--- config.mk ---
export PLATFORM = sky130hd
export DESIGN_NAME = axi_rd_id_serialize
export DESIGN_NICKNAME = d
export VERILOG_FILES = /design/src/hdl/axi_ids_pkg.sv /design/src/hdl/ar_id_demux.sv /design/src/hdl/ar_rr_mux.sv /design/src/hdl/axi_pipe_reg.sv /design/src/hdl/axi_rd_id_serialize.sv /design/src/hdl/axi_rd_serializer.sv
export SDC_FILE = /design/constraint.sdc
export NUM_CORES = 1
export LEC_CHECK = 0
export ABC_AREA = 1
export BUFFER_PORTS_ARGS = -buffer_cell sky130_fd_sc_hd__buf_2
export CAP_MARGIN = 15
export CORE_MARGIN = 1
export CORE_UTILIZATION = 28
export DETAILED_ROUTE_END_ITERATION = 16
export SETUP_SLACK_MARGIN = 0.5
export SYNTH_ARGS = -nofsm -noshare
export SYNTH_HDL_FRONTEND = slang
export SYNTH_SLANG_ARGS = --single-unit
--- constraint.sdc ---
create_clock -name clk_i -period 6.76 [get_ports clk_i]
set_input_delay 1.352 -clock clk_i [delete_from_list [all_inputs] [get_ports clk_i]]
set_output_delay 1.352 -clock clk_i [all_outputs]
set_load 0.02 [all_outputs]
--- src/hdl/axi_ids_pkg.sv ---
// Widths, counts and payload types shared by the AXI read ID serializer.
// Every design file refers to these through scoped names.
package axi_ids_pkg;

  // ID widths at the slave and master ports
  localparam int unsigned SlvIdWidth = 4;
  localparam int unsigned MstIdWidth = 2;

  // Serializer slots, one per master ID
  localparam int unsigned NumSlots     = 4;
  localparam int unsigned SlotIdxWidth = $clog2(NumSlots);

  // Reads in flight per slot and the counter that tracks them
  localparam int unsigned MaxTxnsPerId = 4;
  localparam int unsigned CntWidth     = $clog2(MaxTxnsPerId + 1);

  localparam int unsigned AddrWidth = 16;
  localparam int unsigned DataWidth = 32;
  localparam int unsigned LenWidth  = 8;

  // Lowest bit of the ID field in a packed slave AR
  localparam int unsigned SlvArIdLsb = AddrWidth + LenWidth;

  typedef logic [SlvIdWidth-1:0] slv_id_t;
  typedef logic [MstIdWidth-1:0] mst_id_t;
  typedef logic [AddrWidth-1:0]  addr_t;
  typedef logic [DataWidth-1:0]  data_t;
  typedef logic [LenWidth-1:0]   len_t;

  typedef logic [SlotIdxWidth-1:0] slot_idx_t;
  typedef logic [CntWidth-1:0]     cnt_t;

  // Packed AR payloads: ID in the top bits, then address, then burst length
  typedef logic [SlvIdWidth+AddrWidth+LenWidth-1:0] slv_ar_t;
  typedef logic [MstIdWidth+AddrWidth+LenWidth-1:0] mst_ar_t;

endpackage

--- src/hdl/ar_id_demux.sv ---
// Slave-side splitter of the read ID serializer.
// Registers each AR and hands it to the slot picked by ID modulo the slot
// count; read data from the slots is merged back onto the slave port.
module ar_id_demux (
  input  logic                 clk_i,
  input  logic                 arst_n_i,
  input  logic                 slv_ar_valid_i,
  input  axi_ids_pkg::slv_id_t slv_ar_id_i,
  input  axi_ids_pkg::addr_t   slv_ar_addr_i,
  input  axi_ids_pkg::len_t    slv_ar_len_i,
  output logic                 slv_ar_ready_o,
  output logic                 slv_r_valid_o,
  output axi_ids_pkg::slv_id_t slv_r_id_o,
  output axi_ids_pkg::data_t   slv_r_data_o,
  output logic                 slv_r_last_o,
  input  logic                 slv_r_ready_i,
  output logic [axi_ids_pkg::NumSlots-1:0] slot_ar_valid_o,
  output axi_ids_pkg::slv_ar_t             slot_ar_o [axi_ids_pkg::NumSlots],
  input  logic [axi_ids_pkg::NumSlots-1:0] slot_ar_ready_i,
  input  logic [axi_ids_pkg::NumSlots-1:0] slot_r_valid_i,
  input  axi_ids_pkg::slv_id_t             slot_r_id_i [axi_ids_pkg::NumSlots],
  input  axi_ids_pkg::data_t               slot_r_data_i [axi_ids_pkg::NumSlots],
  input  logic [axi_ids_pkg::NumSlots-1:0] slot_r_last_i,
  output logic [axi_ids_pkg::NumSlots-1:0] slot_r_ready_o
);

  logic                   ar_valid;
  logic                   ar_ready;
  axi_ids_pkg::slv_ar_t   ar_q;
  axi_ids_pkg::slot_idx_t ar_slot;

  axi_pipe_reg #(
    .payload_t ( axi_ids_pkg::slv_ar_t )
  ) i_ar_reg (
    .clk_i       ( clk_i                                       ),
    .arst_n_i    ( arst_n_i                                    ),
    .in_valid_i  ( slv_ar_valid_i                              ),
    .in_data_i   ( {slv_ar_id_i, slv_ar_addr_i, slv_ar_len_i} ),
    .in_ready_o  ( slv_ar_ready_o                              ),
    .out_valid_o ( ar_valid                                    ),
    .out_data_o  ( ar_q                                        ),
    .out_ready_i ( ar_ready                                    )
  );

  // Slot index is the low part of the slave ID
  assign ar_slot  = axi_ids_pkg::slot_idx_t'(
                      ar_q[axi_ids_pkg::SlvArIdLsb +: axi_ids_pkg::SlvIdWidth] %
                      axi_ids_pkg::NumSlots);
  assign ar_ready = slot_ar_ready_i[ar_slot];

  for (genvar i = 0; i < axi_ids_pkg::NumSlots; i++) begin : gen_slot_ar
    assign slot_ar_valid_o[i] = ar_valid & (ar_slot == axi_ids_pkg::slot_idx_t'(i));
    assign slot_ar_o[i]       = ar_q;
  end

  // The mux routes each beat to one slot only, so an OR of masked beats suffices
  always_comb begin
    slv_r_valid_o = 1'b0;
    slv_r_id_o    = '0;
    slv_r_data_o  = '0;
    slv_r_last_o  = 1'b0;
    for (int i = 0; i < axi_ids_pkg::NumSlots; i++) begin
      if (slot_r_valid_i[i]) begin
        slv_r_valid_o = 1'b1;
        slv_r_id_o    = slv_r_id_o | slot_r_id_i[i];
        slv_r_data_o  = slv_r_data_o | slot_r_data_i[i];
        slv_r_last_o  = slv_r_last_o | slot_r_last_i[i];
      end
    end
  end

  assign slot_r_ready_o = {axi_ids_pkg::NumSlots{slv_r_ready_i}};

endmodule

--- src/hdl/ar_rr_mux.sv ---
// Master-side merger of the read ID serializer.
// Round-robin arbitration over the slot ARs into a registered master AR,
// with the slot index as master ID. Read data goes back by master ID.
module ar_rr_mux (
  input  logic                             clk_i,
  input  logic                             arst_n_i,
  input  logic [axi_ids_pkg::NumSlots-1:0] slot_ar_valid_i,
  input  axi_ids_pkg::addr_t               slot_ar_addr_i [axi_ids_pkg::NumSlots],
  input  axi_ids_pkg::len_t                slot_ar_len_i [axi_ids_pkg::NumSlots],
  output logic [axi_ids_pkg::NumSlots-1:0] slot_ar_ready_o,
  output logic                             mst_ar_valid_o,
  output axi_ids_pkg::mst_id_t             mst_ar_id_o,
  output axi_ids_pkg::addr_t               mst_ar_addr_o,
  output axi_ids_pkg::len_t                mst_ar_len_o,
  input  logic                             mst_ar_ready_i,
  input  logic                             mst_r_valid_i,
  input  axi_ids_pkg::mst_id_t             mst_r_id_i,
  input  axi_ids_pkg::data_t               mst_r_data_i,
  input  logic                             mst_r_last_i,
  output logic                             mst_r_ready_o,
  output logic [axi_ids_pkg::NumSlots-1:0] slot_r_valid_o,
  output axi_ids_pkg::data_t               slot_r_data_o [axi_ids_pkg::NumSlots],
  output logic [axi_ids_pkg::NumSlots-1:0] slot_r_last_o,
  input  logic [axi_ids_pkg::NumSlots-1:0] slot_r_ready_i
);

  axi_ids_pkg::slot_idx_t rr_q;
  axi_ids_pkg::slot_idx_t grant;
  logic                   any_req;
  logic                   arb_ready;
  axi_ids_pkg::mst_ar_t   mst_ar;

  // First requester at or after the pointer; walk backwards so the nearest wins
  always_comb begin
    axi_ids_pkg::slot_idx_t idx;
    grant   = rr_q;
    any_req = 1'b0;
    for (int k = axi_ids_pkg::NumSlots - 1; k >= 0; k--) begin
      idx = rr_q + axi_ids_pkg::slot_idx_t'(k);
      if (slot_ar_valid_i[idx]) begin
        grant   = idx;
        any_req = 1'b1;
      end
    end
  end

  always_ff @(posedge clk_i or negedge arst_n_i) begin
    if (!arst_n_i) begin
      rr_q <= '0;
    end else if (any_req && arb_ready) begin
      rr_q <= grant + 1'b1;
    end
  end

  for (genvar i = 0; i < axi_ids_pkg::NumSlots; i++) begin : gen_slot
    assign slot_ar_ready_o[i] = arb_ready & (grant == axi_ids_pkg::slot_idx_t'(i));
    assign slot_r_valid_o[i]  = mst_r_valid_i & (mst_r_id_i == axi_ids_pkg::mst_id_t'(i));
    assign slot_r_data_o[i]   = mst_r_data_i;
    assign slot_r_last_o[i]   = mst_r_last_i;
  end

  axi_pipe_reg #(
    .payload_t ( axi_ids_pkg::mst_ar_t )
  ) i_ar_reg (
    .clk_i       ( clk_i                                     ),
    .arst_n_i    ( arst_n_i                                  ),
    .in_valid_i  ( any_req                                   ),
    .in_data_i   ( {axi_ids_pkg::mst_id_t'(grant), slot_ar_addr_i[grant],
                    slot_ar_len_i[grant]}                    ),
    .in_ready_o  ( arb_ready                                 ),
    .out_valid_o ( mst_ar_valid_o                            ),
    .out_data_o  ( mst_ar                                    ),
    .out_ready_i ( mst_ar_ready_i                            )
  );

  assign {mst_ar_id_o, mst_ar_addr_o, mst_ar_len_o} = mst_ar;
  assign mst_r_ready_o = slot_r_ready_i[mst_r_id_i];

endmodule

--- src/hdl/axi_pipe_reg.sv ---
// Single-entry valid/ready pipeline register for any payload type.
// Loads a new item in the same cycle the held one leaves, so a stream
// passes at full rate with one cycle of latency.
module axi_pipe_reg #(
  parameter type payload_t = logic
) (
  input  logic     clk_i,
  input  logic     arst_n_i,
  input  logic     in_valid_i,
  input  payload_t in_data_i,
  output logic     in_ready_o,
  output logic     out_valid_o,
  output payload_t out_data_o,
  input  logic     out_ready_i
);

  logic     valid_q;
  logic     run_q;
  logic     load;
  payload_t data_q;

  // Not ready in the first cycle after reset release
  assign in_ready_o = run_q & (~valid_q | out_ready_i);
  assign load       = in_valid_i & in_ready_o;

  always_ff @(posedge clk_i or negedge arst_n_i) begin
    if (!arst_n_i) begin
      valid_q <= 1'b0;
      run_q   <= 1'b0;
    end else begin
      run_q <= 1'b1;
      // Empty or draining this cycle, so take whatever is offered
      if (in_ready_o) begin
        valid_q <= in_valid_i;
      end
    end
  end

  always_ff @(posedge clk_i) begin
    if (load) begin
      data_q <= in_data_i;
    end
  end

  assign out_valid_o = valid_q;
  assign out_data_o  = data_q;

endmodule

--- src/hdl/axi_rd_id_serialize.sv ---
// Read-only AXI ID serializer, top level.
// Narrows 4-bit slave IDs to 2-bit master IDs: demux by ID into serializer
// slots, round-robin merge onto the master port, IDs restored on the way back.
module axi_rd_id_serialize (
  input  logic                 clk_i,
  input  logic                 arst_n_i,
  input  logic                 slv_ar_valid_i,
  input  axi_ids_pkg::slv_id_t slv_ar_id_i,
  input  axi_ids_pkg::addr_t   slv_ar_addr_i,
  input  axi_ids_pkg::len_t    slv_ar_len_i,
  output logic                 slv_ar_ready_o,
  output logic                 slv_r_valid_o,
  output axi_ids_pkg::slv_id_t slv_r_id_o,
  output axi_ids_pkg::data_t   slv_r_data_o,
  output logic                 slv_r_last_o,
  input  logic                 slv_r_ready_i,
  output logic                 mst_ar_valid_o,
  output axi_ids_pkg::mst_id_t mst_ar_id_o,
  output axi_ids_pkg::addr_t   mst_ar_addr_o,
  output axi_ids_pkg::len_t    mst_ar_len_o,
  input  logic                 mst_ar_ready_i,
  input  logic                 mst_r_valid_i,
  input  axi_ids_pkg::mst_id_t mst_r_id_i,
  input  axi_ids_pkg::data_t   mst_r_data_i,
  input  logic                 mst_r_last_i,
  output logic                 mst_r_ready_o
);

  // Demux to slots
  logic [axi_ids_pkg::NumSlots-1:0] dmx_ar_valid, dmx_ar_ready;
  axi_ids_pkg::slv_ar_t             dmx_ar [axi_ids_pkg::NumSlots];
  logic [axi_ids_pkg::NumSlots-1:0] dmx_r_valid, dmx_r_last, dmx_r_ready;
  axi_ids_pkg::slv_id_t             dmx_r_id [axi_ids_pkg::NumSlots];
  axi_ids_pkg::data_t               dmx_r_data [axi_ids_pkg::NumSlots];
  // Slots to mux, ID already stripped
  logic [axi_ids_pkg::NumSlots-1:0] mux_ar_valid, mux_ar_ready;
  axi_ids_pkg::addr_t               mux_ar_addr [axi_ids_pkg::NumSlots];
  axi_ids_pkg::len_t                mux_ar_len [axi_ids_pkg::NumSlots];
  logic [axi_ids_pkg::NumSlots-1:0] mux_r_valid, mux_r_last, mux_r_ready;
  axi_ids_pkg::data_t               mux_r_data [axi_ids_pkg::NumSlots];

  ar_id_demux i_demux (
    .clk_i, .arst_n_i,
    .slv_ar_valid_i, .slv_ar_id_i, .slv_ar_addr_i, .slv_ar_len_i, .slv_ar_ready_o,
    .slv_r_valid_o, .slv_r_id_o, .slv_r_data_o, .slv_r_last_o, .slv_r_ready_i,
    .slot_ar_valid_o ( dmx_ar_valid ), .slot_ar_o ( dmx_ar ), .slot_ar_ready_i ( dmx_ar_ready ),
    .slot_r_valid_i  ( dmx_r_valid  ), .slot_r_id_i   ( dmx_r_id   ),
    .slot_r_data_i   ( dmx_r_data   ), .slot_r_last_i ( dmx_r_last ),
    .slot_r_ready_o  ( dmx_r_ready  )
  );

  for (genvar i = 0; i < axi_ids_pkg::NumSlots; i++) begin : gen_slots
    axi_rd_serializer i_ser (
      .clk_i, .arst_n_i,
      .in_ar_valid_i  ( dmx_ar_valid[i] ), .in_ar_i ( dmx_ar[i] ),
      .in_ar_ready_o  ( dmx_ar_ready[i] ),
      .out_ar_valid_o ( mux_ar_valid[i] ), .out_ar_addr_o ( mux_ar_addr[i] ),
      .out_ar_len_o   ( mux_ar_len[i]   ), .out_ar_ready_i ( mux_ar_ready[i] ),
      .in_r_valid_i   ( mux_r_valid[i]  ), .in_r_data_i ( mux_r_data[i] ),
      .in_r_last_i    ( mux_r_last[i]   ), .in_r_ready_o ( mux_r_ready[i] ),
      .out_r_valid_o  ( dmx_r_valid[i]  ), .out_r_id_o ( dmx_r_id[i] ),
      .out_r_data_o   ( dmx_r_data[i]   ), .out_r_last_o ( dmx_r_last[i] ),
      .out_r_ready_i  ( dmx_r_ready[i]  )
    );
  end

  ar_rr_mux i_mux (
    .clk_i, .arst_n_i,
    .slot_ar_valid_i ( mux_ar_valid ), .slot_ar_addr_i ( mux_ar_addr ),
    .slot_ar_len_i   ( mux_ar_len   ), .slot_ar_ready_o ( mux_ar_ready ),
    .mst_ar_valid_o, .mst_ar_id_o, .mst_ar_addr_o, .mst_ar_len_o, .mst_ar_ready_i,
    .mst_r_valid_i, .mst_r_id_i, .mst_r_data_i, .mst_r_last_i, .mst_r_ready_o,
    .slot_r_valid_o  ( mux_r_valid  ), .slot_r_data_o ( mux_r_data ),
    .slot_r_last_o   ( mux_r_last   ), .slot_r_ready_i ( mux_r_ready )
  );

endmodule

--- src/hdl/axi_rd_serializer.sv ---
// One serializer slot. Reads sharing a slave ID go out back to back;
// a read with another ID waits until every read in flight has finished.
// The ID is dropped towards the mux and put back on returning read data.
module axi_rd_serializer (
  input  logic                 clk_i,
  input  logic                 arst_n_i,
  input  logic                 in_ar_valid_i,
  input  axi_ids_pkg::slv_ar_t in_ar_i,
  output logic                 in_ar_ready_o,
  output logic                 out_ar_valid_o,
  output axi_ids_pkg::addr_t   out_ar_addr_o,
  output axi_ids_pkg::len_t    out_ar_len_o,
  input  logic                 out_ar_ready_i,
  input  logic                 in_r_valid_i,
  input  axi_ids_pkg::data_t   in_r_data_i,
  input  logic                 in_r_last_i,
  output logic                 in_r_ready_o,
  output logic                 out_r_valid_o,
  output axi_ids_pkg::slv_id_t out_r_id_o,
  output axi_ids_pkg::data_t   out_r_data_o,
  output logic                 out_r_last_o,
  input  logic                 out_r_ready_i
);

  axi_ids_pkg::slv_id_t ar_id;
  axi_ids_pkg::slv_id_t id_q;
  axi_ids_pkg::cnt_t    cnt_q;
  logic                 ar_pass;
  logic                 ar_done;
  logic                 r_done;

  assign {ar_id, out_ar_addr_o, out_ar_len_o} = in_ar_i;

  // Any ID may enter an empty slot, a matching one only below the limit
  assign ar_pass = (cnt_q == '0) ||
                   ((ar_id == id_q) &&
                    (cnt_q < axi_ids_pkg::cnt_t'(axi_ids_pkg::MaxTxnsPerId)));

  assign out_ar_valid_o = in_ar_valid_i & ar_pass;
  assign in_ar_ready_o  = out_ar_ready_i & ar_pass;

  assign ar_done = out_ar_valid_o & out_ar_ready_i;
  // A read counts as finished on its last beat
  assign r_done  = in_r_valid_i & in_r_ready_o & in_r_last_i;

  always_ff @(posedge clk_i or negedge arst_n_i) begin
    if (!arst_n_i) begin
      id_q  <= '0;
      cnt_q <= '0;
    end else begin
      if (ar_done) begin
        id_q <= ar_id;
      end
      if (ar_done && !r_done) begin
        cnt_q <= cnt_q + 1'b1;
      end else if (r_done && !ar_done) begin
        cnt_q <= cnt_q - 1'b1;
      end
    end
  end

  // id_q stays put while reads are in flight, so every beat gets the right ID
  assign out_r_valid_o = in_r_valid_i;
  assign out_r_id_o    = id_q;
  assign out_r_data_o  = in_r_data_i;
  assign out_r_last_o  = in_r_last_i;
  assign in_r_ready_o  = out_r_ready_i;

endmodule

# == Yosys cells after proc, flatten, opt, wreduce, memory -nomap -nowiden ==
# Cells that the tools add are included.
# word_totals
reg_bits,87
inputBits,69
out_inout_bits,67
elab_cells,186
# classes
add_sub_neg,12
order_cmp,11
eq_ne,13
muxes,50
bitwise_logic,50
reduce_logical,36
# ops
op,n
$mux 32,4
$or 32x32->32,3
$and 1x1->1,36
$bmux 16 s2,1
$mux 16,2
$mux 3,8
$lt 2x3->1 const B,6
$mux 1,18
$bmux 8 s2,1
$eq 4x4->1,4
$mux 4,4
$mux 8,2
$logic_and 1x1->1,13
$add 3x1->3 const B,4
$bmux 1 s2,6
$eq 2x2->1 const B,6
$logic_not 3->1,4
$lt 3x3->1 const B,4
$or 4x4->4,3
$sub 3x1->3 const B,4
$logic_not 1->1,8
$mux 2,4
$reduce_bool 2->1,4
$eq 2x1->1 const B,3
8 further kinds,20

# == Depth between registers and ports, before layout ==
# Gate-level depths: netlist of run 1.
# logic_depth
ltp_word,18
mapped_depth,27
depth_no_buf,26

# == Cells and area by module ==
# Synthesis of run 1 repeated with hierarchy kept, for this count alone.
# unflattened
cells_unflattened,1364
area_unflattened_um2,9700.6
# by_module_without_submodules
mod,instances,cells_per_inst,area_per_inst_um2,seq_area_each_um2
axi_rd_serializer,4,125,909.6,175.2
ar_rr_mux,1,478,2577.5,50.0
ar_id_demux,1,308,1667.8,0.0
axi_pipe_reg (i_demux.i_ar_reg),1,40,938.4,890.9
axi_pipe_reg (i_mux.i_ar_reg),1,38,878.3,830.8

# == Worst setup path before layout of run 1 ==
# OpenSTA, ideal clock, no wires.
# synth_timing
path_kind,input to register
start,input port mst_ar_ready_i
end,"register i_demux.i_ar_reg.data_q, in the netlist i_demux.i_ar_reg.out_data_o[0], enable pin"
setup_ns,0.448
arrival_ns,3.971
t_required_ns,6.312
slack_ns,2.340
path_stages,8
path_buffers,0
path_cell_list,o21ai_0 > inv_1 > nand2_1 > nor3_1 > nand3_1 > nand3_1 > nor3_1 > nor3_1
# synth_via
elab_chain_cells,9
elab_cells_between_ends,15
classes_between,mux: 2; bitwise: 13
# synth_rtl
item,line,source
start: declaration,axi_rd_id_serialize.sv:21,"input logic mst_ar_ready_i,"
$or 1x1->1 (*),axi_pipe_reg.sv:23,assign in_ready_o = run_q & (~valid_q | out_ready_i);
$and 1x1->1 (*),axi_pipe_reg.sv:23,
$and 1x1->1,ar_rr_mux.sv:56,assign slot_ar_ready_o[i] = arb_ready & (grant == axi_ids_pkg::slot_idx_t'(i));
$and 1x1->1,axi_rd_serializer.sv:40,assign in_ar_ready_o = out_ar_ready_i & ar_pass;
$bmux 1 s2 (*),ar_id_demux.sv:49,assign ar_ready = slot_ar_ready_i[ar_slot];
$mux 1 (implied by the code) (*),ar_id_demux.sv:49,
$or 1x1->1 (*),axi_pipe_reg.sv:23,
$and 1x1->1 (*),axi_pipe_reg.sv:23,
$and 1x1->1 (*),axi_pipe_reg.sv:24,assign load = in_valid_i & in_ready_o;
net i_demux.i_ar_reg.load,axi_pipe_reg.sv:19,logic load;
end signal: assignment,axi_pipe_reg.sv:41,data_q <= in_data_i;
end: declaration,axi_pipe_reg.sv:20,payload_t data_q;
# Mark *: on every way through the listed nets, which the timed path passes. The rest lies on a longest branch. The select of a mux whose other input is x is not followed.
# A chain may end at the register's enable or synchronous reset.

# == Worst setup path after layout of run 1 ==
# layout_timing
start,"register i_demux.i_ar_reg.data_q, in the netlist i_demux.i_ar_reg.out_data_o[24]"
end,output port slv_ar_ready_o
# layout_via
elab_chain_cells,17
elab_cells_between_ends,52
classes_between,eq/ne: 10; mux: 14; bitwise: 18; reduce/logical: 10
# layout_rtl
item,line,source
$eq 4x4->1,axi_rd_serializer.sv:36,((ar_id == id_q) &&
$logic_and 1x1->1,axi_rd_serializer.sv:36,
$logic_or 1x1->1,axi_rd_serializer.sv:35,assign ar_pass = (cnt_q == '0) ||
$and 1x1->1,axi_rd_serializer.sv:39,assign out_ar_valid_o = in_ar_valid_i & ar_pass;
$bmux 1 s2,ar_rr_mux.sv:40,if (slot_ar_valid_i[idx]) begin
$mux 1 (implied by the code),ar_rr_mux.sv:40,
$mux 2 (3 in a row),ar_rr_mux.sv:40,
$mux 2 (*),ar_rr_mux.sv:40,
net i_mux.grant[0],ar_rr_mux.sv:28,axi_ids_pkg::slot_idx_t grant;
"$eq 2x1->1, or another cell as far along",ar_rr_mux.sv:56,
$and 1x1->1,ar_rr_mux.sv:56,
$and 1x1->1,axi_rd_serializer.sv:40,
$bmux 1 s2 (*),ar_id_demux.sv:49,
$mux 1 (implied by the code) (*),ar_id_demux.sv:49,
$or 1x1->1 (*),axi_pipe_reg.sv:23,
$and 1x1->1 (*),axi_pipe_reg.sv:23,
end: declaration,axi_rd_id_serialize.sv:11,"output logic slv_ar_ready_o,"
# Marked as above.

==> flow_summary_export.csv, run 1 <==
group,metric,value,unit
routing,wire_per_inst,13.08,um
worst_hold_path,worstHoldPathCells,0,
cells_and_area,area_delta_synth_final,27.58,%
pwr,vdd_drop_max,0.1340,mV
grt,grt_start_max_net_pins,36,
sta,report.final.slew_viol_count,0,
critical_path,required,5.41,ns
grt,grt_antenna_before_repair,0,
sta,worstMarginPinSlew,0.9647,ns
floorplan,core_region_area,14530,um2
cells_and_area,drive_gt1_share,31.08,%
grt,grt_pass1_vias,3188,
clock_network,htreeDepth,3,
critical_path,crit_top_cell,"nand3_1",
place,dp_cells,744,
clock_network,hold_buffers,0,
floorplan,die_x,124.2,um
sta,fin_skew,0.007675,ns
pwr,p_sw,0.6965,mW
routing,firstDrtPassIters,4,
pwr,power_frac_seq,41.6,%
sta,fin_crit_sh,70.40,%
synthesis,yosysUniqueCellTypes,34,
critical_path,reg2reg_depth,22,
critical_path,max_stage_delay,0.55,ns
synthesis,ys_seq_elements,87,
worst_hold_path,hold_class,"flop to flop",
synthesis,synth.net_count,516,
critical_path,crit_family,"simple AND/OR/NAND/NOR gates",
sta,finalHoldViolCount,0,
place,dp.final_hpwl,7655,um
grt,grt_pass1_wl,16240,um
synthesis,syn_avg_cell_area,9.616,um2
place,gp_congestion,0.8983,
pwr,power.density,359.4,nW/um2
sta,setup_violations,0,
critical_path,critPathBufInv,3,
routing,wl,9938,um
routing,drcViolationCount,0,
pwr,p_leak,2.765,nW
clock_network,cts_tree,"done",
synthesis,synth_edf_count,54,
floorplan,pin_count,136,
routing,avgViaCountPerCell,4.396,
critical_path,cp_num_cells,16,
floorplan,die_height,124.2,um
clock_network,cts_buffer_depth,2,
place,io_buffers,135,
synthesis,synth-main-ff-cell,"edfxtp_1",
sta,timing.fmax,0.2101,GHz
cells_and_area,antennaDiodeCount,0,
routing,routed-via-count,3341,
worst_hold_path,min_to,"i_mux.i_ar_reg.out_data_o[1]",
synthesis,yosysWarningCount,0,
critical_path,r2r_start,"i_demux.i_ar_reg.out_data_o[24]",
pwr,combPwrFrac,31.8,%
critical_path,r2r-end,"gen_slots[3].i_ser.cnt_q[2]",
cells_and_area,final_cell_mix,"buf_2, nand2_1, inv_1",
clock_network,post_cts_buffers,0,
critical_path,crit_arrival,3.41,ns
pwr,clock_power_share,26.6,%
floorplan,start_util,28.78,%
sta,fin_setup_tns,0,ns
clock_network,ctsResizeCount,0,
critical_path,path_max_fanout,11,
grt,overflow,0,
pwr,intPower,1.221,mW
status,status,"finished, final reports clean",
cells_and_area,final_cells,760,
synthesis,synth_area,4183,um2
sta,slew-limit-headroom,35.61,%
critical_path,crit_slowest_cell,"edfxtp_1",
floorplan,rows,44,
pwr,swShare,36.31,%
clock_network,cts_sinks,87,
routing,drt_first_iter_violations,191,
critical_path,critPathLaunchType,"flop",
clock_network,clockRootBuffer,"clkbuf_16",
clock_network,numCtsBuffers,9,
critical_path,crit_chain,"inv_1 -> nor3_1 -> nand4_2 -> nand3_1 -> nand2_2 -> nand3_1 -> nand2_1 -> nand2_1 -> inv_1 -> ha_1 -> nand3_1 -> nor2_1 -> and3_1 -> nor3_1 -> nor2_1 -> buf_2",
sta,period_needed,4.759,ns
floorplan,die_area,15430,um2
clock_network,clk_pin_slew,0.07,ns
synthesis,ys_async_sr_fraction,37.93,%
cells_and_area,layout_commonest_cell,"buf_2",
synthesis,synthCells,435,
critical_path,critPathCaptureType,"output port",
critical_path,ff2ff_setup_slack,2.72,ns
routing,drtAntennaViolNets,0,
clock_network,clk_latency,0.33,ns
critical_path,critPathKind,"flop to output port",
worst_hold_path,hp-start,"i_demux.i_ar_reg.out_data_o[1]",
grt,track_usage,13.33,%
synthesis,synth-seq-area-share,58.51,%
cells_and_area,layout.nets,652,
run,max_cap_violations,0,
sta,rsz0062_at_grt,"false",
[logic make-up after synthesis]
family | Yosys count | share of synthesized area (%)
flops | 87 | 58.51
xor+xnor | 10 | 2.094
other cells | 1 | 0.08965
fa+ha+maj | 12 | 4.308
buf+inv | 100 | 10.05
mux | 4 | 1.077
compound gates | 32 | 4.487
simple gates | 189 | 19.38
[worst register-to-register path, cell delays in order (launching register included)]
cell	delay [ns]
edfxtp_1	0.55
inv_1	0.18
nor3_1	0.43
nand4_2	0.18
nand2_2	0.12
nand2_2	0.08
nand2_1	0.11
nor2_1	0.06
nand2_1	0.07
nand2_1	0.09
inv_1	0.11
ha_1	0.16
nand3_1	0.07
nor2_1	0.12
and3_1	0.18
inv_1	0.06
nor2_2	0.28
ha_1	0.21
inv_1	0.06
fa_1	0.38
a21oi_1	0.14
o21ai_0	0.12
xor2_1	0.15
[state kept, by name (all words and copies together) (netlist names)]
| name | count |
|---|---|
| gen_slots.i_ser.cnt_q | 12 |
| gen_slots.i_ser.out_r_id_o | 16 |
| i_demux.i_ar_reg.out_data_o | 28 |
| i_demux.i_ar_reg.out_valid_o | 1 |
| i_mux.i_ar_reg.out_data_o | 26 |
| i_mux.i_ar_reg.out_valid_o | 1 |
| i_mux.i_ar_reg.run_q | 1 |
| i_mux.rr_q | 2 |
[per-stage QoR]
stage / hold slack [ns] / total power, mW / util, % / area, um2 / setup slack [ns]
final: 0.4141 / 1.918 / 36.72 / 5336 / 2.001
after detailed placement: 0.4045 / 1.416 / 34.57 / 5025 / 2.288
after floorplan: 0.4003 / 1.225 / - / 4183 / 2.340
after CTS: 0.4147 / 1.936 / 36.72 / 5336 / 2.035
after global placement: 0.4005 / 1.399 / 34.57 / 5025 / 2.340
after global routing: 0.4129 / 2.043 / 36.72 / 5336 / 1.639
[routing by layer]
layer / track usage (%) / up-vias / wire, um
met3: 3.103 / 11 / 771
met1: 17.87 / 1522 / 4612
met5: 0 / - / 0
li1: - / 1630 / -
met2: 21.06 / 178 / 4419
met4: 4.607 / 0 / 135
[Yosys cell counts (2+ instances only)]
library cell / count / area share, %
a21oi_1: 7 / 0.84
buf_6: 4 / 1.1
clkbuf_1: 5 / 0.45
dfrtp_1: 33 / 20
edfxtp_1: 54 / 39
fa_1: 4 / 1.9
ha_1: 8 / 2.4
inv_1: 85 / 7.6
inv_4: 2 / 0.30
mux2_2: 4 / 1.1
nand2_1: 129 / 12
nand2_2: 6 / 0.90
nand3_1: 12 / 1.4
nand4_1: 7 / 1.0
nand4_2: 2 / 0.60
nor2_1: 13 / 1.2
nor2_2: 4 / 0.60
nor3_1: 11 / 1.3
o21ai_0: 15 / 1.8
o21ai_1: 2 / 0.24
o22ai_1: 4 / 0.60
or2_2: 4 / 0.60
xnor2_1: 4 / 0.84
xor2_1: 6 / 1.3
[worst max path at each step]
stage / to / from
after floorplan: i_demux.i_ar_reg.out_data_o[0] / mst_ar_ready_i
after global placement: slv_r_id_o[2] / mst_r_valid_i
after detailed placement: slv_r_id_o[2] / mst_r_valid_i
after CTS: slv_ar_ready_o / i_demux.i_ar_reg.out_data_o[24]
after global routing: slv_ar_ready_o / i_demux.i_ar_reg.out_data_o[24]
final: slv_ar_ready_o / i_demux.i_ar_reg.out_data_o[24]
[final cells by class]
class | count | area [um2]
Clock buffer | 9 | 225.2
Clock inverter | 7 | 86.33
Fill cell | 1482 | 9198
Inverter | 89 | 344.1
Multi-Input combinational cell | 248 | 1320
Sequential cell | 87 | 2447
Tap cell | 184 | 230.2
Timing Repair Buffer | 136 | 683.2
[power groups by stage]
stage,sequential [mW],clock (mW),combinational [mW]
finish,0.798,0.511,0.610
global route,0.815,0.547,0.681
CTS,0.799,0.524,0.614
detailed placement,0.810,0,0.607
global placement,0.803,0,0.596
floorplan,0.860,0,0.365
Power figures use the tool's default switching activity.
==> inputs of run 2 (changes only) <==
==> constraint.sdc (replaced) <==
create_clock -name clk_i -period 4.93 [get_ports clk_i]
set_input_delay 0.986 -clock clk_i [delete_from_list [all_inputs] [get_ports clk_i]]
set_output_delay 0.986 -clock clk_i [all_outputs]
set_load 0.02 [all_outputs]
==> run 2 against run 1 <==
  * First-iteration DRC count is 37% higher
  * Utilization is 0.38 points higher
  * Worst setup slack worse by 1.1 ns
  * Via count is 0.48% higher
  * Hold slack better by 0.0012 ns
  * Sequential share of layout area is 0.47 points lower
  * Sequential power is 37% higher
  * Sequential cell count stayed put
  * Clock power is 50% higher
  * Global-route usage is 0.21 points lower
  * Total power is 41% higher
  * Largest power group unchanged
==> flow_summary_export.csv, run 2 (synthesized netlist as in run 1, its figures left out) <==
group,metric,value,unit
cells_and_area,final_cell_mix,"buf_2, nand2_1, inv_1",
routing,wire_per_inst,12.81,um
sta,fin_crit_sh,82.64,%
worst_hold_path,min_to,"i_mux.i_ar_reg.out_data_o[4]",
pwr,p_sw,0.9227,mW
clock_network,cts_tree,"done",
cells_and_area,area_delta_synth_final,28.90,%
critical_path,crit_slowest_cell,"edfxtp_1",
critical_path,ff2ff_setup_slack,1.14,ns
critical_path,reg2reg_depth,24,
clock_network,clk_pin_slew,0.06,ns
clock_network,clockRootBuffer,"clkbuf_16",
sta,slew-limit-headroom,35.67,%
critical_path,critPathBufInv,3,
sta,setup_violations,0,
sta,period_needed,4.074,ns
cells_and_area,finish.instance_area,5391,um2
routing,wl,9771,um
clock_network,clk_latency,0.33,ns
critical_path,required,3.94,ns
floorplan,start_util,28.78,%
run,max_cap_violations,0,
routing,drtAntennaViolNets,0,
place,dp.final_hpwl,7619,um
cells_and_area,antennaDiodeCount,0,
floorplan,pin_count,136,
pwr,combPwrFrac,31.2,%
floorplan,die_area,15430,um2
pwr,power_frac_seq,40.5,%
floorplan,die_x,124.2,um
worst_hold_path,hp-start,"i_demux.i_ar_reg.out_data_o[4]",
status,status,"finished, final reports clean",
floorplan,die_height,124.2,um
clock_network,hold_buffers,0,
cells_and_area,largest_register_ff_count,28,
critical_path,path_max_fanout,7,
clock_network,cts_buffer_depth,2,
sta,finalHoldViolCount,0,
critical_path,r2r-end,"gen_slots[3].i_ser.cnt_q[2]",
pwr,p_leak,2.790,nW
pwr,swShare,34.19,%
grt,grt_pass1_wl,15830,um
critical_path,r2r_start,"i_demux.i_ar_reg.out_data_o[27]",
worst_hold_path,hold_class,"flop to flop",
sta,fin_setup_tns,0,ns
routing,routed-via-count,3357,
pwr,power.density,500.6,nW/um2
floorplan,rows,44,
clock_network,cts_sinks,87,
critical_path,critPathKind,"flop to output port",
routing,drt_first_iter_violations,262,
critical_path,critPathLaunchType,"flop",
grt,grt_start_max_net_pins,36,
floorplan,core_region_area,14530,um2
worst_hold_path,worstHoldPathCells,0,
sta,report.final.slew_viol_count,0,
grt,track_usage,13.12,%
grt,overflow,0,
cells_and_area,drive_gt1_share,31.26,%
clock_network,numCtsBuffers,9,
critical_path,critPathCaptureType,"output port",
clock_network,htreeDepth,3,
routing,avgViaCountPerCell,4.400,
place,gp_congestion,0.8511,
pwr,intPower,1.776,mW
pwr,vdd_drop_max,0.1715,mV
routing,drcViolationCount,0,
critical_path,crit_arrival,3.09,ns
place,io_buffers,135,
critical_path,crit_family,"simple AND/OR/NAND/NOR gates",
routing,firstDrtPassIters,4,
critical_path,max_stage_delay,0.53,ns
sta,timing.fmax,0.2454,GHz
critical_path,crit_top_cell,"nand2_1",
grt,grt_antenna_before_repair,0,
sta,worstMarginPinSlew,0.9639,ns
critical_path,crit_chain,"xor2_1 -> nor2_1 -> nand2_1 -> nand2_1 -> nand4_1 -> nand2_1 -> nand2_1 -> nand3_1 -> nand2_1 -> nand2_1 -> inv_1 -> ha_1 -> nand2_1 -> inv_1 -> nand4_1 -> nand3_1 -> nor3_2 -> nor2_1 -> buf_2",
pwr,clock_power_share,28.3,%
cells_and_area,layout.nets,655,
grt,grt_pass1_vias,3275,
place,dpl_cell_area,5025,um2
sta,rsz0062_at_grt,"false",
sta,fin_skew,0.01001,ns
cells_and_area,layout_commonest_cell,"buf_2",
## run 2: changes by cell type in the layout (fill, tap and decap cells not counted)
cell,delta
clkinv_4,-1
bufinv_16,+2
inv_6,-1
clkbuf_1,+2
buf_4,+3
nor3_1,-1
nor3_2,+1
inv_8,-2
## run 2: metrics by stage
| step | instances | worst slack [ns] | total power [mW] | util (%) | hold slack (ns) |
|---|---|---|---|---|---|
| after detailed placement | 744 | 0.9919 | 1.948 | 34.57 | 0.4045 |
| final | 763 | 0.8556 | 2.699 | 37.10 | 0.4153 |
| after global placement | 744 | 1.092 | 1.916 | 34.57 | 0.4007 |
| after global routing | 763 | 0.5176 | 2.880 | 37.10 | 0.4194 |
| after floorplan | 435 | 0.5485 | 1.680 | - | 0.4003 |
| after CTS | 760 | 0.5916 | 2.727 | 36.91 | 0.4157 |
## run 2: how the worst max path moves through the flow
stage | startpoint | cells past startpoint | endpoint
floorplan | i_demux.i_ar_reg.out_data_o[25] | 16 | i_demux.i_ar_reg.out_data_o[0]
global placement | i_demux.i_ar_reg.out_data_o[24] | 20 | slv_ar_ready_o
detailed placement | i_demux.i_ar_reg.out_data_o[24] | 16 | slv_ar_ready_o
CTS | i_demux.i_ar_reg.out_data_o[24] | 16 | slv_ar_ready_o
global route | i_demux.i_ar_reg.out_data_o[27] | 19 | slv_ar_ready_o
finish | i_demux.i_ar_reg.out_data_o[27] | 19 | slv_ar_ready_o
## run 2: cell type report
class | instances | area [um2]
clock inverters | 5 | 106.4
inverters | 89 | 344.1
clock buffers | 11 | 232.7
repair buffers | 139 | 705.7
fillers | 1467 | 9143
well taps | 184 | 230.2
flip-flops and latches | 87 | 2447
multi-input cells | 248 | 1325
## run 2: layer usage
metal / global-route usage, % / part of all wire [%]
met3: 3.707 / 8.5
met5: 0 / 0
met1: 16.09 / 43
met4: 4.748 / 1.4
met2: 21.87 / 47
## run 2: worst register-to-register path: cells and delay by family, from the launching register on
family | cells | cell delay [ns]
adders and majority gates | 3 | 0.72
and+or+nand+nor | 14 | 1.52
xor gates and xnor gates | 2 | 0.37
buffers and inverters | 3 | 0.25
AOI/OAI and AO/OA | 2 | 0.24
DFF | 1 | 0.53
## run 2: power by group through the flow
stage	combinational, mW	sequential (mW)	clock (mW)
after global placement	0.813	1.10	0
after detailed placement	0.837	1.11	0
after floorplan	0.501	1.18	0
after global routing	0.947	1.11	0.821
after CTS	0.843	1.10	0.787
final	0.842	1.09	0.765
## run 2: repair_timing
item | CTS | global route
setup endpoints to repair | 0 | 1
gates resized for setup | 0 | 1
buffers inserted | 0 | 3
